===== src/common/hpdcache_pkg.sv =====
package hpdcache_pkg;

    // Base geometry
    localparam int HPDCACHE_ADDR_WIDTH = 32;
    localparam int HPDCACHE_WORD_WIDTH = 32;
    localparam int HPDCACHE_CL_WORDS   = 4;
    localparam int HPDCACHE_SETS       = 16;
    localparam int HPDCACHE_SID_WIDTH  = 2;
    localparam int HPDCACHE_TID_WIDTH  = 4;

    // Derived widths
    localparam int HPDCACHE_BYTE_OFFSET_WIDTH = $clog2(HPDCACHE_WORD_WIDTH / 8);
    localparam int HPDCACHE_WORD_IDX_WIDTH    = $clog2(HPDCACHE_CL_WORDS);
    localparam int HPDCACHE_OFFSET_WIDTH      = HPDCACHE_BYTE_OFFSET_WIDTH +
                                                HPDCACHE_WORD_IDX_WIDTH;
    localparam int HPDCACHE_SET_WIDTH         = $clog2(HPDCACHE_SETS);
    localparam int HPDCACHE_TAG_WIDTH         = HPDCACHE_ADDR_WIDTH - HPDCACHE_SET_WIDTH -
                                                HPDCACHE_OFFSET_WIDTH;
    localparam int HPDCACHE_NLINE_WIDTH       = HPDCACHE_TAG_WIDTH + HPDCACHE_SET_WIDTH;
    localparam int HPDCACHE_CL_WIDTH          = HPDCACHE_WORD_WIDTH * HPDCACHE_CL_WORDS;
    localparam int HPDCACHE_WADDR_WIDTH       = HPDCACHE_ADDR_WIDTH - HPDCACHE_BYTE_OFFSET_WIDTH;

    typedef logic [HPDCACHE_ADDR_WIDTH-1:0]     hpdcache_addr_t;
    typedef logic [HPDCACHE_WORD_WIDTH-1:0]     hpdcache_word_t;
    typedef logic [HPDCACHE_SET_WIDTH-1:0]      hpdcache_set_t;
    typedef logic [HPDCACHE_WORD_IDX_WIDTH-1:0] hpdcache_word_idx_t;
    typedef logic [HPDCACHE_TAG_WIDTH-1:0]      hpdcache_tag_t;
    typedef logic [HPDCACHE_NLINE_WIDTH-1:0]    hpdcache_nline_t;
    typedef logic [HPDCACHE_CL_WIDTH-1:0]       hpdcache_line_t;
    typedef logic [HPDCACHE_SID_WIDTH-1:0]      hpdcache_sid_t;
    typedef logic [HPDCACHE_TID_WIDTH-1:0]      hpdcache_tid_t;

    typedef struct packed {
        logic           wr;
        hpdcache_addr_t addr;
        hpdcache_word_t wdata;
        hpdcache_sid_t  sid;
        hpdcache_tid_t  tid;
    } hpdcache_req_t;

    // Writes return zero read data
    typedef struct packed {
        hpdcache_word_t rdata;
        hpdcache_sid_t  sid;
        hpdcache_tid_t  tid;
    } hpdcache_rsp_t;

    // Line address (zero-extended) on the miss read port,
    // word address with write data on the write port
    typedef struct packed {
        logic [HPDCACHE_WADDR_WIDTH-1:0] addr;
        hpdcache_word_t                  wdata;
    } hpdcache_mem_req_t;

    typedef struct packed {
        hpdcache_line_t data;
    } hpdcache_mem_rsp_t;

    typedef enum logic [2:0] {
        IDLE,
        LOOKUP,
        COMPARE,
        MISS_WAIT,
        WRITE_MEM,
        RESPOND
    } hpdcache_ctrl_state_e;

endpackage


===== src/ctrl/hpdcache_dir_data.sv =====
`timescale 1ns/1ps

module hpdcache_dir_data
    import hpdcache_pkg::*;
(
    input  logic               clk_i,
    input  logic               rst_n_i,

    input  hpdcache_set_t      rd_set_i,
    output logic               rd_valid_o,
    output hpdcache_tag_t      rd_tag_o,
    output hpdcache_line_t     rd_line_o,

    input  logic               wr_word_i,
    input  hpdcache_set_t      wr_set_i,
    input  hpdcache_word_idx_t wr_word_idx_i,
    input  hpdcache_word_t     wr_data_i,

    input  logic               refill_i,
    input  hpdcache_nline_t    refill_nline_i,
    input  hpdcache_line_t     refill_line_i
);

    logic [HPDCACHE_SETS-1:0] valid_q;
    hpdcache_tag_t            tag_mem  [HPDCACHE_SETS];
    hpdcache_line_t           line_mem [HPDCACHE_SETS];

    hpdcache_set_t            refill_set;
    hpdcache_tag_t            refill_tag;

    assign refill_set = refill_nline_i[HPDCACHE_SET_WIDTH-1:0];
    assign refill_tag = refill_nline_i[HPDCACHE_NLINE_WIDTH-1 -: HPDCACHE_TAG_WIDTH];

    // Directory valid bits
    always_ff @(posedge clk_i or negedge rst_n_i) begin
        if (!rst_n_i) begin
            valid_q    <= '0;
            rd_valid_o <= 1'b0;
        end else begin
            if (refill_i) begin
                valid_q[refill_set] <= 1'b1;
            end
            rd_valid_o <= valid_q[rd_set_i];
        end
    end

    // Tag and line storage
    always_ff @(posedge clk_i) begin
        if (refill_i) begin
            tag_mem[refill_set]  <= refill_tag;
            line_mem[refill_set] <= refill_line_i;
        end else if (wr_word_i) begin
            line_mem[wr_set_i][wr_word_idx_i*HPDCACHE_WORD_WIDTH +: HPDCACHE_WORD_WIDTH]
                <= wr_data_i;
        end
        rd_tag_o  <= tag_mem[rd_set_i];
        rd_line_o <= line_mem[rd_set_i];
    end

endmodule


===== src/ctrl/hpdcache_ctrl.sv =====
`timescale 1ns/1ps

module hpdcache_ctrl
    import hpdcache_pkg::*;
(
    input  logic              clk_i,
    input  logic              rst_n_i,

    input  logic              req_valid_i,
    output logic              req_ready_o,
    input  hpdcache_req_t     req_i,

    output logic              rsp_valid_o,
    output hpdcache_rsp_t     rsp_o,

    output logic              miss_start_o,
    output hpdcache_nline_t   miss_nline_o,
    input  logic              refill_done_i,

    input  logic              refill_i,
    input  hpdcache_nline_t   refill_nline_i,
    input  hpdcache_line_t    refill_line_i,

    output logic              mem_write_valid_o,
    input  logic              mem_write_ready_i,
    output hpdcache_mem_req_t mem_write_o,

    output logic              evt_read_miss_o,
    output logic              evt_write_miss_o
);

    hpdcache_ctrl_state_e state_q;
    hpdcache_ctrl_state_e state_d;

    hpdcache_req_t        req_q;
    hpdcache_word_t       rdata_q;

    hpdcache_set_t        req_set;
    hpdcache_tag_t        req_tag;
    hpdcache_word_idx_t   req_word_idx;

    logic                 rd_valid;
    hpdcache_tag_t        rd_tag;
    hpdcache_line_t       rd_line;
    hpdcache_word_t       hit_word;
    logic                 hit;
    logic                 wr_word;

    assign req_set      = req_q.addr[HPDCACHE_OFFSET_WIDTH +: HPDCACHE_SET_WIDTH];
    assign req_tag      = req_q.addr[HPDCACHE_ADDR_WIDTH-1 -: HPDCACHE_TAG_WIDTH];
    assign req_word_idx = req_q.addr[HPDCACHE_BYTE_OFFSET_WIDTH +: HPDCACHE_WORD_IDX_WIDTH];

    // Array output is valid in COMPARE, one cycle after LOOKUP
    assign hit      = rd_valid && (rd_tag == req_tag);
    assign hit_word = rd_line[req_word_idx*HPDCACHE_WORD_WIDTH +: HPDCACHE_WORD_WIDTH];
    assign wr_word  = (state_q == COMPARE) && req_q.wr && hit;

    hpdcache_dir_data dir_data0 (
        .clk_i          (clk_i),
        .rst_n_i        (rst_n_i),
        .rd_set_i       (req_set),
        .rd_valid_o     (rd_valid),
        .rd_tag_o       (rd_tag),
        .rd_line_o      (rd_line),
        .wr_word_i      (wr_word),
        .wr_set_i       (req_set),
        .wr_word_idx_i  (req_word_idx),
        .wr_data_i      (req_q.wdata),
        .refill_i       (refill_i),
        .refill_nline_i (refill_nline_i),
        .refill_line_i  (refill_line_i)
    );

    always_comb begin
        state_d = state_q;
        case (state_q)
            IDLE: begin
                if (req_valid_i) begin
                    state_d = LOOKUP;
                end
            end
            LOOKUP: begin
                state_d = COMPARE;
            end
            COMPARE: begin
                if (req_q.wr) begin
                    state_d = WRITE_MEM;
                end else if (hit) begin
                    state_d = RESPOND;
                end else begin
                    state_d = MISS_WAIT;
                end
            end
            MISS_WAIT: begin
                // Replay the lookup on the refilled line
                if (refill_done_i) begin
                    state_d = LOOKUP;
                end
            end
            WRITE_MEM: begin
                if (mem_write_ready_i) begin
                    state_d = RESPOND;
                end
            end
            RESPOND: begin
                state_d = IDLE;
            end
            default: begin
                state_d = IDLE;
            end
        endcase
    end

    always_ff @(posedge clk_i or negedge rst_n_i) begin
        if (!rst_n_i) begin
            state_q <= IDLE;
        end else begin
            state_q <= state_d;
        end
    end

    always_ff @(posedge clk_i) begin
        if (state_q == IDLE && req_valid_i) begin
            req_q <= req_i;
        end
        if (state_q == COMPARE) begin
            rdata_q <= req_q.wr ? '0 : hit_word;
        end
    end

    assign req_ready_o = (state_q == IDLE);

    assign rsp_valid_o = (state_q == RESPOND);
    assign rsp_o.rdata = rdata_q;
    assign rsp_o.sid   = req_q.sid;
    assign rsp_o.tid   = req_q.tid;

    assign miss_start_o = (state_q == COMPARE) && !req_q.wr && !hit;
    assign miss_nline_o = req_q.addr[HPDCACHE_ADDR_WIDTH-1 -: HPDCACHE_NLINE_WIDTH];

    // Every write goes to memory, hit or miss
    assign mem_write_valid_o = (state_q == WRITE_MEM);
    assign mem_write_o.addr  = req_q.addr[HPDCACHE_ADDR_WIDTH-1:HPDCACHE_BYTE_OFFSET_WIDTH];
    assign mem_write_o.wdata = req_q.wdata;

    assign evt_read_miss_o  = miss_start_o;
    assign evt_write_miss_o = (state_q == COMPARE) && req_q.wr && !hit;

endmodule


===== src/logic/hpdcache_req_arbiter.sv =====
`timescale 1ns/1ps

module hpdcache_req_arbiter
    import hpdcache_pkg::*;
#(
    parameter int NREQUESTERS = 2
) (
    input  logic                            clk_i,
    input  logic                            rst_n_i,
    input  logic          [NREQUESTERS-1:0] req_valid_i,
    input  hpdcache_req_t [NREQUESTERS-1:0] req_i,
    input  logic                            ready_i,
    output logic          [NREQUESTERS-1:0] gnt_o,
    output logic                            arb_valid_o,
    output hpdcache_req_t                   arb_req_o
);

    logic [NREQUESTERS-1:0] prio_gnt;
    logic [NREQUESTERS-1:0] gnt_q;
    logic                   hold_q;

    // Lowest index wins
    always_comb begin : prio_sel
        logic found;
        found    = 1'b0;
        prio_gnt = '0;
        for (int i = 0; i < NREQUESTERS; i++) begin
            if (req_valid_i[i] && !found) begin
                prio_gnt[i] = 1'b1;
                found       = 1'b1;
            end
        end
    end

    // A stalled grant stays put until the controller takes it
    assign gnt_o       = hold_q ? (gnt_q & req_valid_i) : prio_gnt;
    assign arb_valid_o = |gnt_o;

    always_ff @(posedge clk_i or negedge rst_n_i) begin
        if (!rst_n_i) begin
            gnt_q  <= '0;
            hold_q <= 1'b0;
        end else begin
            gnt_q  <= gnt_o;
            hold_q <= arb_valid_o && !ready_i;
        end
    end

    // One-hot request mux
    always_comb begin
        arb_req_o = '0;
        for (int i = 0; i < NREQUESTERS; i++) begin
            if (gnt_o[i]) begin
                arb_req_o = arb_req_o | req_i[i];
            end
        end
    end

endmodule


===== src/logic/hpdcache_miss_handler.sv =====
`timescale 1ns/1ps

module hpdcache_miss_handler
    import hpdcache_pkg::*;
(
    input  logic              clk_i,
    input  logic              rst_n_i,

    input  logic              start_i,
    input  hpdcache_nline_t   nline_i,

    output logic              mem_req_valid_o,
    input  logic              mem_req_ready_i,
    output hpdcache_mem_req_t mem_req_o,

    input  logic              mem_resp_valid_i,
    output logic              mem_resp_ready_o,
    input  hpdcache_mem_rsp_t mem_resp_i,

    output logic              refill_o,
    output hpdcache_nline_t   refill_nline_o,
    output hpdcache_line_t    refill_line_o,

    output logic              done_o
);

    // Idle, then request, wait and refill
    typedef enum logic [1:0] {
        MH_IDLE,
        MH_REQ,
        MH_WAIT,
        MH_REFILL
    } miss_state_e;

    miss_state_e     state_q;
    hpdcache_nline_t nline_q;
    hpdcache_line_t  line_q;

    always_ff @(posedge clk_i or negedge rst_n_i) begin
        if (!rst_n_i) begin
            state_q <= MH_IDLE;
        end else begin
            case (state_q)
                MH_IDLE: begin
                    if (start_i) begin
                        state_q <= MH_REQ;
                    end
                end
                MH_REQ: begin
                    if (mem_req_ready_i) begin
                        state_q <= MH_WAIT;
                    end
                end
                MH_WAIT: begin
                    if (mem_resp_valid_i) begin
                        state_q <= MH_REFILL;
                    end
                end
                default: begin
                    state_q <= MH_IDLE;
                end
            endcase
        end
    end

    always_ff @(posedge clk_i) begin
        if (state_q == MH_IDLE && start_i) begin
            nline_q <= nline_i;
        end
        if (state_q == MH_WAIT && mem_resp_valid_i) begin
            line_q <= mem_resp_i.data;
        end
    end

    assign mem_req_valid_o = (state_q == MH_REQ);
    assign mem_req_o.addr  = (HPDCACHE_WADDR_WIDTH)'(nline_q);
    assign mem_req_o.wdata = '0;

    assign mem_resp_ready_o = (state_q == MH_WAIT);

    // Single-cycle refill write, done in the same cycle
    assign refill_o       = (state_q == MH_REFILL);
    assign refill_nline_o = nline_q;
    assign refill_line_o  = line_q;
    assign done_o         = refill_o;

endmodule


===== src/logic/hpdcache.sv =====
`timescale 1ns/1ps

module hpdcache
    import hpdcache_pkg::*;
#(
    parameter int NREQUESTERS = 2
) (
    input  logic                                 clk_i,
    input  logic                                 rst_n_i,

    input  logic          [NREQUESTERS-1:0]      core_req_valid_i,
    output logic          [NREQUESTERS-1:0]      core_req_ready_o,
    input  hpdcache_req_t [NREQUESTERS-1:0]      core_req_i,

    output logic          [NREQUESTERS-1:0]      core_rsp_valid_o,
    output hpdcache_rsp_t [NREQUESTERS-1:0]      core_rsp_o,

    output logic                                 mem_req_miss_read_valid_o,
    input  logic                                 mem_req_miss_read_ready_i,
    output hpdcache_mem_req_t                    mem_req_miss_read_o,

    input  logic                                 mem_resp_miss_read_valid_i,
    output logic                                 mem_resp_miss_read_ready_o,
    input  hpdcache_mem_rsp_t                    mem_resp_miss_read_i,

    output logic                                 mem_req_write_valid_o,
    input  logic                                 mem_req_write_ready_i,
    output hpdcache_mem_req_t                    mem_req_write_o,

    output logic                                 evt_read_miss_o,
    output logic                                 evt_write_miss_o
);

    logic [NREQUESTERS-1:0] arb_gnt;
    logic                   arb_req_valid;
    logic                   arb_req_ready;
    hpdcache_req_t          arb_req;

    logic                   rsp_valid;
    hpdcache_rsp_t          rsp;

    logic                   miss_start;
    hpdcache_nline_t        miss_nline;
    logic                   refill_done;
    logic                   refill;
    hpdcache_nline_t        refill_nline;
    hpdcache_line_t         refill_line;

    hpdcache_req_arbiter #(
        .NREQUESTERS (NREQUESTERS)
    ) arbiter0 (
        .clk_i       (clk_i),
        .rst_n_i     (rst_n_i),
        .req_valid_i (core_req_valid_i),
        .req_i       (core_req_i),
        .ready_i     (arb_req_ready),
        .gnt_o       (arb_gnt),
        .arb_valid_o (arb_req_valid),
        .arb_req_o   (arb_req)
    );

    // Only the granted requester sees the controller ready
    assign core_req_ready_o = arb_gnt & {NREQUESTERS{arb_req_ready}};

    always_comb begin
        for (int i = 0; i < NREQUESTERS; i++) begin
            core_rsp_valid_o[i] = rsp_valid && (rsp.sid == hpdcache_sid_t'(i));
            core_rsp_o[i]       = rsp;
        end
    end

    hpdcache_ctrl ctrl0 (
        .clk_i             (clk_i),
        .rst_n_i           (rst_n_i),
        .req_valid_i       (arb_req_valid),
        .req_ready_o       (arb_req_ready),
        .req_i             (arb_req),
        .rsp_valid_o       (rsp_valid),
        .rsp_o             (rsp),
        .miss_start_o      (miss_start),
        .miss_nline_o      (miss_nline),
        .refill_done_i     (refill_done),
        .refill_i          (refill),
        .refill_nline_i    (refill_nline),
        .refill_line_i     (refill_line),
        .mem_write_valid_o (mem_req_write_valid_o),
        .mem_write_ready_i (mem_req_write_ready_i),
        .mem_write_o       (mem_req_write_o),
        .evt_read_miss_o   (evt_read_miss_o),
        .evt_write_miss_o  (evt_write_miss_o)
    );

    hpdcache_miss_handler miss0 (
        .clk_i            (clk_i),
        .rst_n_i          (rst_n_i),
        .start_i          (miss_start),
        .nline_i          (miss_nline),
        .mem_req_valid_o  (mem_req_miss_read_valid_o),
        .mem_req_ready_i  (mem_req_miss_read_ready_i),
        .mem_req_o        (mem_req_miss_read_o),
        .mem_resp_valid_i (mem_resp_miss_read_valid_i),
        .mem_resp_ready_o (mem_resp_miss_read_ready_o),
        .mem_resp_i       (mem_resp_miss_read_i),
        .refill_o         (refill),
        .refill_nline_o   (refill_nline),
        .refill_line_o    (refill_line),
        .done_o           (refill_done)
    );

endmodule


===== config.mk =====
export PLATFORM = sky130hd
export DESIGN_NAME = hpdcache
export DESIGN_NICKNAME = d
export VERILOG_FILES = /design/src/common/hpdcache_pkg.sv /design/src/ctrl/hpdcache_dir_data.sv /design/src/ctrl/hpdcache_ctrl.sv /design/src/logic/hpdcache_req_arbiter.sv /design/src/logic/hpdcache_miss_handler.sv /design/src/logic/hpdcache.sv
export SDC_FILE = /design/constraint.sdc
export NUM_CORES = 2
export LEC_CHECK = 0
export BUFFER_PORTS_ARGS = -buffer_cell sky130_fd_sc_hd__buf_2
export CORE_MARGIN = 5
export CORE_UTILIZATION = 25
export DETAILED_ROUTE_END_ITERATION = 8
export HOLD_SLACK_MARGIN = 0.1
export PLACE_DENSITY = 0.43
export SKIP_LAST_GASP = 1
export SYNTH_ARGS = -nofsm -noshare
export SYNTH_HDL_FRONTEND = slang
export SYNTH_HIERARCHICAL = 1
export SYNTH_SLANG_ARGS = --single-unit

===== constraint.sdc =====
create_clock -name clk_i -period 5.9 [get_ports clk_i]
set_clock_uncertainty 0.2 [all_clocks]
set_input_delay 0.295 -clock clk_i [delete_from_list [all_inputs] [get_ports clk_i]]
set_output_delay 0.295 -clock clk_i [all_outputs]
set_load 0.01 [all_outputs]

==> summary.txt <==
Power
  • Sequential Power Share: 0.450
  • P_leak: between 0.04 and 0.05 uW
  • Clock power share: 0.354
  • Cell Pwr Density: between 400 and 500 mW/mm2
  • VDD IR max: ~0.00028 V
  • Combinational Power Share: 0.196
  • Switching Share: 0.293
  • Int Power: 40,900 uW
  • Net load switching power: 17,000 uW

Global route
  • First-pass GRT wire length: roughly 490 mm
  • Gr usage total: 0.155
  • Largest net degree at the start of global routing: 97
  • Antenna violations before repair: between 50 and 60
  • GRT Residual Overflow: 0
  • Vias in the first global route: between 50,000 and 60,000

Die
  • Core box area: roughly 0.44 mm2
  • Initial Util: 0.251
  • Die Span Y: ~670 um
  • I/O pins: 486
  • Chip width: about 670 um
  • Die area: 0.451 mm2
  • Row cnt: around 240

CTS
  • Clock Sinks: ~2,900
  • Post-CTS Setup Inserts: 0
  • Later-pin clock latency in the skew report: 0.93 ns
  • CTS tree: done
  • Root Buffer: clkbuf_16
  • CTS max path bufs: 4
  • Post-CTS Resized: 0
  • Post-CTS Hold Buffers: around 540
  • H-tree Lvls: 5
  • CTS Buf Count: between 300 and 400
  • Clk slew on worst S/H paths: approximately 0.060 ns

Detailed routing
  • Vias post-DR: 56,500
  • DR WL/cell: about 29 um
  • Vias per cell: approximately 4.6
  • DRC: 0
  • Final ANT Viol Nets: 0
  • Drt pass-1 iters: 7
  • Initial DRC Count: about 5,000
  • Final WL: roughly 360 mm

Timing
  • Hold Fails Final Rpt: 0
  • Fin crit period: around 5.2 ns
  • Max Fclk: approximately 190 MHz
  • Rel. slew slack: 0.154
  • Unrepaired setup endpoints after global routing: false
  • Final cycle utilization of the critical path: 0.873
  • Slew of the pin with the lowest slew margin: about 1.2 ns
  • Slew Limit Fails: 0
  • Setup TNS: 0 ns
  • Setup-failing EPs final: 0

Cells and area
  • Layout cell share with drive strength beyond 1: 0.303
  • Synth-to-Final Area Change: 23.8%
  • Final Instance Area: 0.136 mm2
  • # nets final: ~6,500
  • Final core occ: 0.310

Outcome
  • Status: complete, no violations

Setup path
  • Critical Path Start Type: flip-flop
  • WP data arrival: roughly 5.5 ns
  • Critical path peak fanout: 32
  • Crit end category: flip-flop
  • Crit path required time: between 6 and 7 ns
  • Setup CP Type: flip-flop to flip-flop

Yosys
  • Mapped Area: 0.110 mm2
  • Synth warn: 6
  • Post-Synthesis Cells: 5,168
  • Mean Syn Cell Area: 21.2 um2

Placement
  • GPL Wtd Cong: roughly 0.76
  • Cell Area, Placed: around 0.12 mm2
  • DPL Wire Length: around 210 mm
  • PortBufs: around 450

Worst hold path
  • Hold Crit Class: input port to async pin

Flow run
  • Max-Cap Viols: 0
worst paths after layout:
check                                             endpoint  slack [ns]                        from  cells past startpoint
max                        ctrl0/dir_data0/line_mem[4][15]        0.75       ctrl0/mem_write_o[58]                      9
max in group asynchronous       ctrl0/dir_data0/valid_q[2]        5.09                     rst_n_i                      4
max reg2reg                ctrl0/dir_data0/line_mem[4][15]        0.75       ctrl0/mem_write_o[58]                      9
min reg2reg                     ctrl0/dir_data0/valid_q[4]        0.26  ctrl0/dir_data0/valid_q[4]                      1
min in group clk_i                        miss0/state_q[1]        0.25   mem_req_miss_read_ready_i                      5
min                                       ctrl0/state_q[2]        0.22                     rst_n_i                      4
per-layer routing:
metal | up-vias | routed length (um) | track usage
met1 | 31000 | 149000 | 0.204
met2 | 1826 | 182000 | 0.269
li1 | 23200 | - | -
met3 | 433 | 18600 | 0.0189
met5 | - | 0 | 0
met4 | 0 | 10200 | 0.0440
power groups by stage:
| stage | clock network, uW | logic (uW) | registers [uW] |
|---|---|---|---|
| 2_1_floorplan | 0 | 6630 | 25400 |
| 3_3_place_gp | 0 | 11100 | 26500 |
| 3_5_place_dp | 0 | 11200 | 26500 |
| 4_1_cts | 21000 | 11700 | 26100 |
| 5_1_grt | 21900 | 12100 | 26100 |
| 6_report | 20400 | 11300 | 26000 |
sequential cells by signal, summed over array words and instances (netlist names):
signal,count
ctrl0/dir_data0/line_mem,2048
ctrl0/dir_data0/tag_mem,384
ctrl0/dir_data0/rd_line_o,128
miss0/refill_line_o,128
ctrl0/mem_write_o,62
ctrl0/rdata_q,32
miss0/refill_nline_o,28
ctrl0/dir_data0/rd_tag_o,24
ctrl0/dir_data0/valid_q,16
ctrl0/rsp_o,6
ctrl0/state_q,3
arbiter0/gnt_q,2
miss0/state_q,2
arbiter0/hold_q,1
ctrl0/dir_data0/rd_valid_o,1
ctrl0/req_q,1
critical path: stages (launching register included):
cell	delay, ns
edfxtp_1	0.43
xor2_1	0.25
nor4_1	0.39
nand3_1	0.20
nor4_4	0.37
and3_1	0.68
nand3b_1	0.62
mux2i_4	1.04
nor3_2	0.05
buf_4	0.43
layout make-up:
class	count	area, um2
fillers	42100	302000
clock buffers	425	8810
multi-input cells	1839	22900
clock inverters	190	2010
diodes	40	100
flip-flops and latches	2866	84400
well taps	5757	7200
repair buffers	1203	10100
inverters	12	50.0
placed cells by master (no fill, tap or decap), types with 69 or more instances in the layout:
cell type and n:
edfxtp_1 2689, mux4_2 716, dlygate4sd3_1 543, buf_2 447
nand2_1 399, clkbuf_16 333, dfxtp_1 152, buf_4 145
nand3_1 131, clkbuf_1 79, a211oi_1 79, a22o_1 69
per-stage QoR:
step,hold WS [ns],std cells,power (uW),worst slack (ns)
4_1_cts,0.142,12300,58800,0.784
6_report,0.221,12300,57800,0.747
2_1_floorplan,-0.201,5201,32000,0.449
3_5_place_dp,0.170,11100,37700,0.875
3_3_place_gp,0.155,11100,37600,0.899
5_1_grt,0.206,12300,60100,0.617
Note: power is estimated with default switching activity, not from simulation.
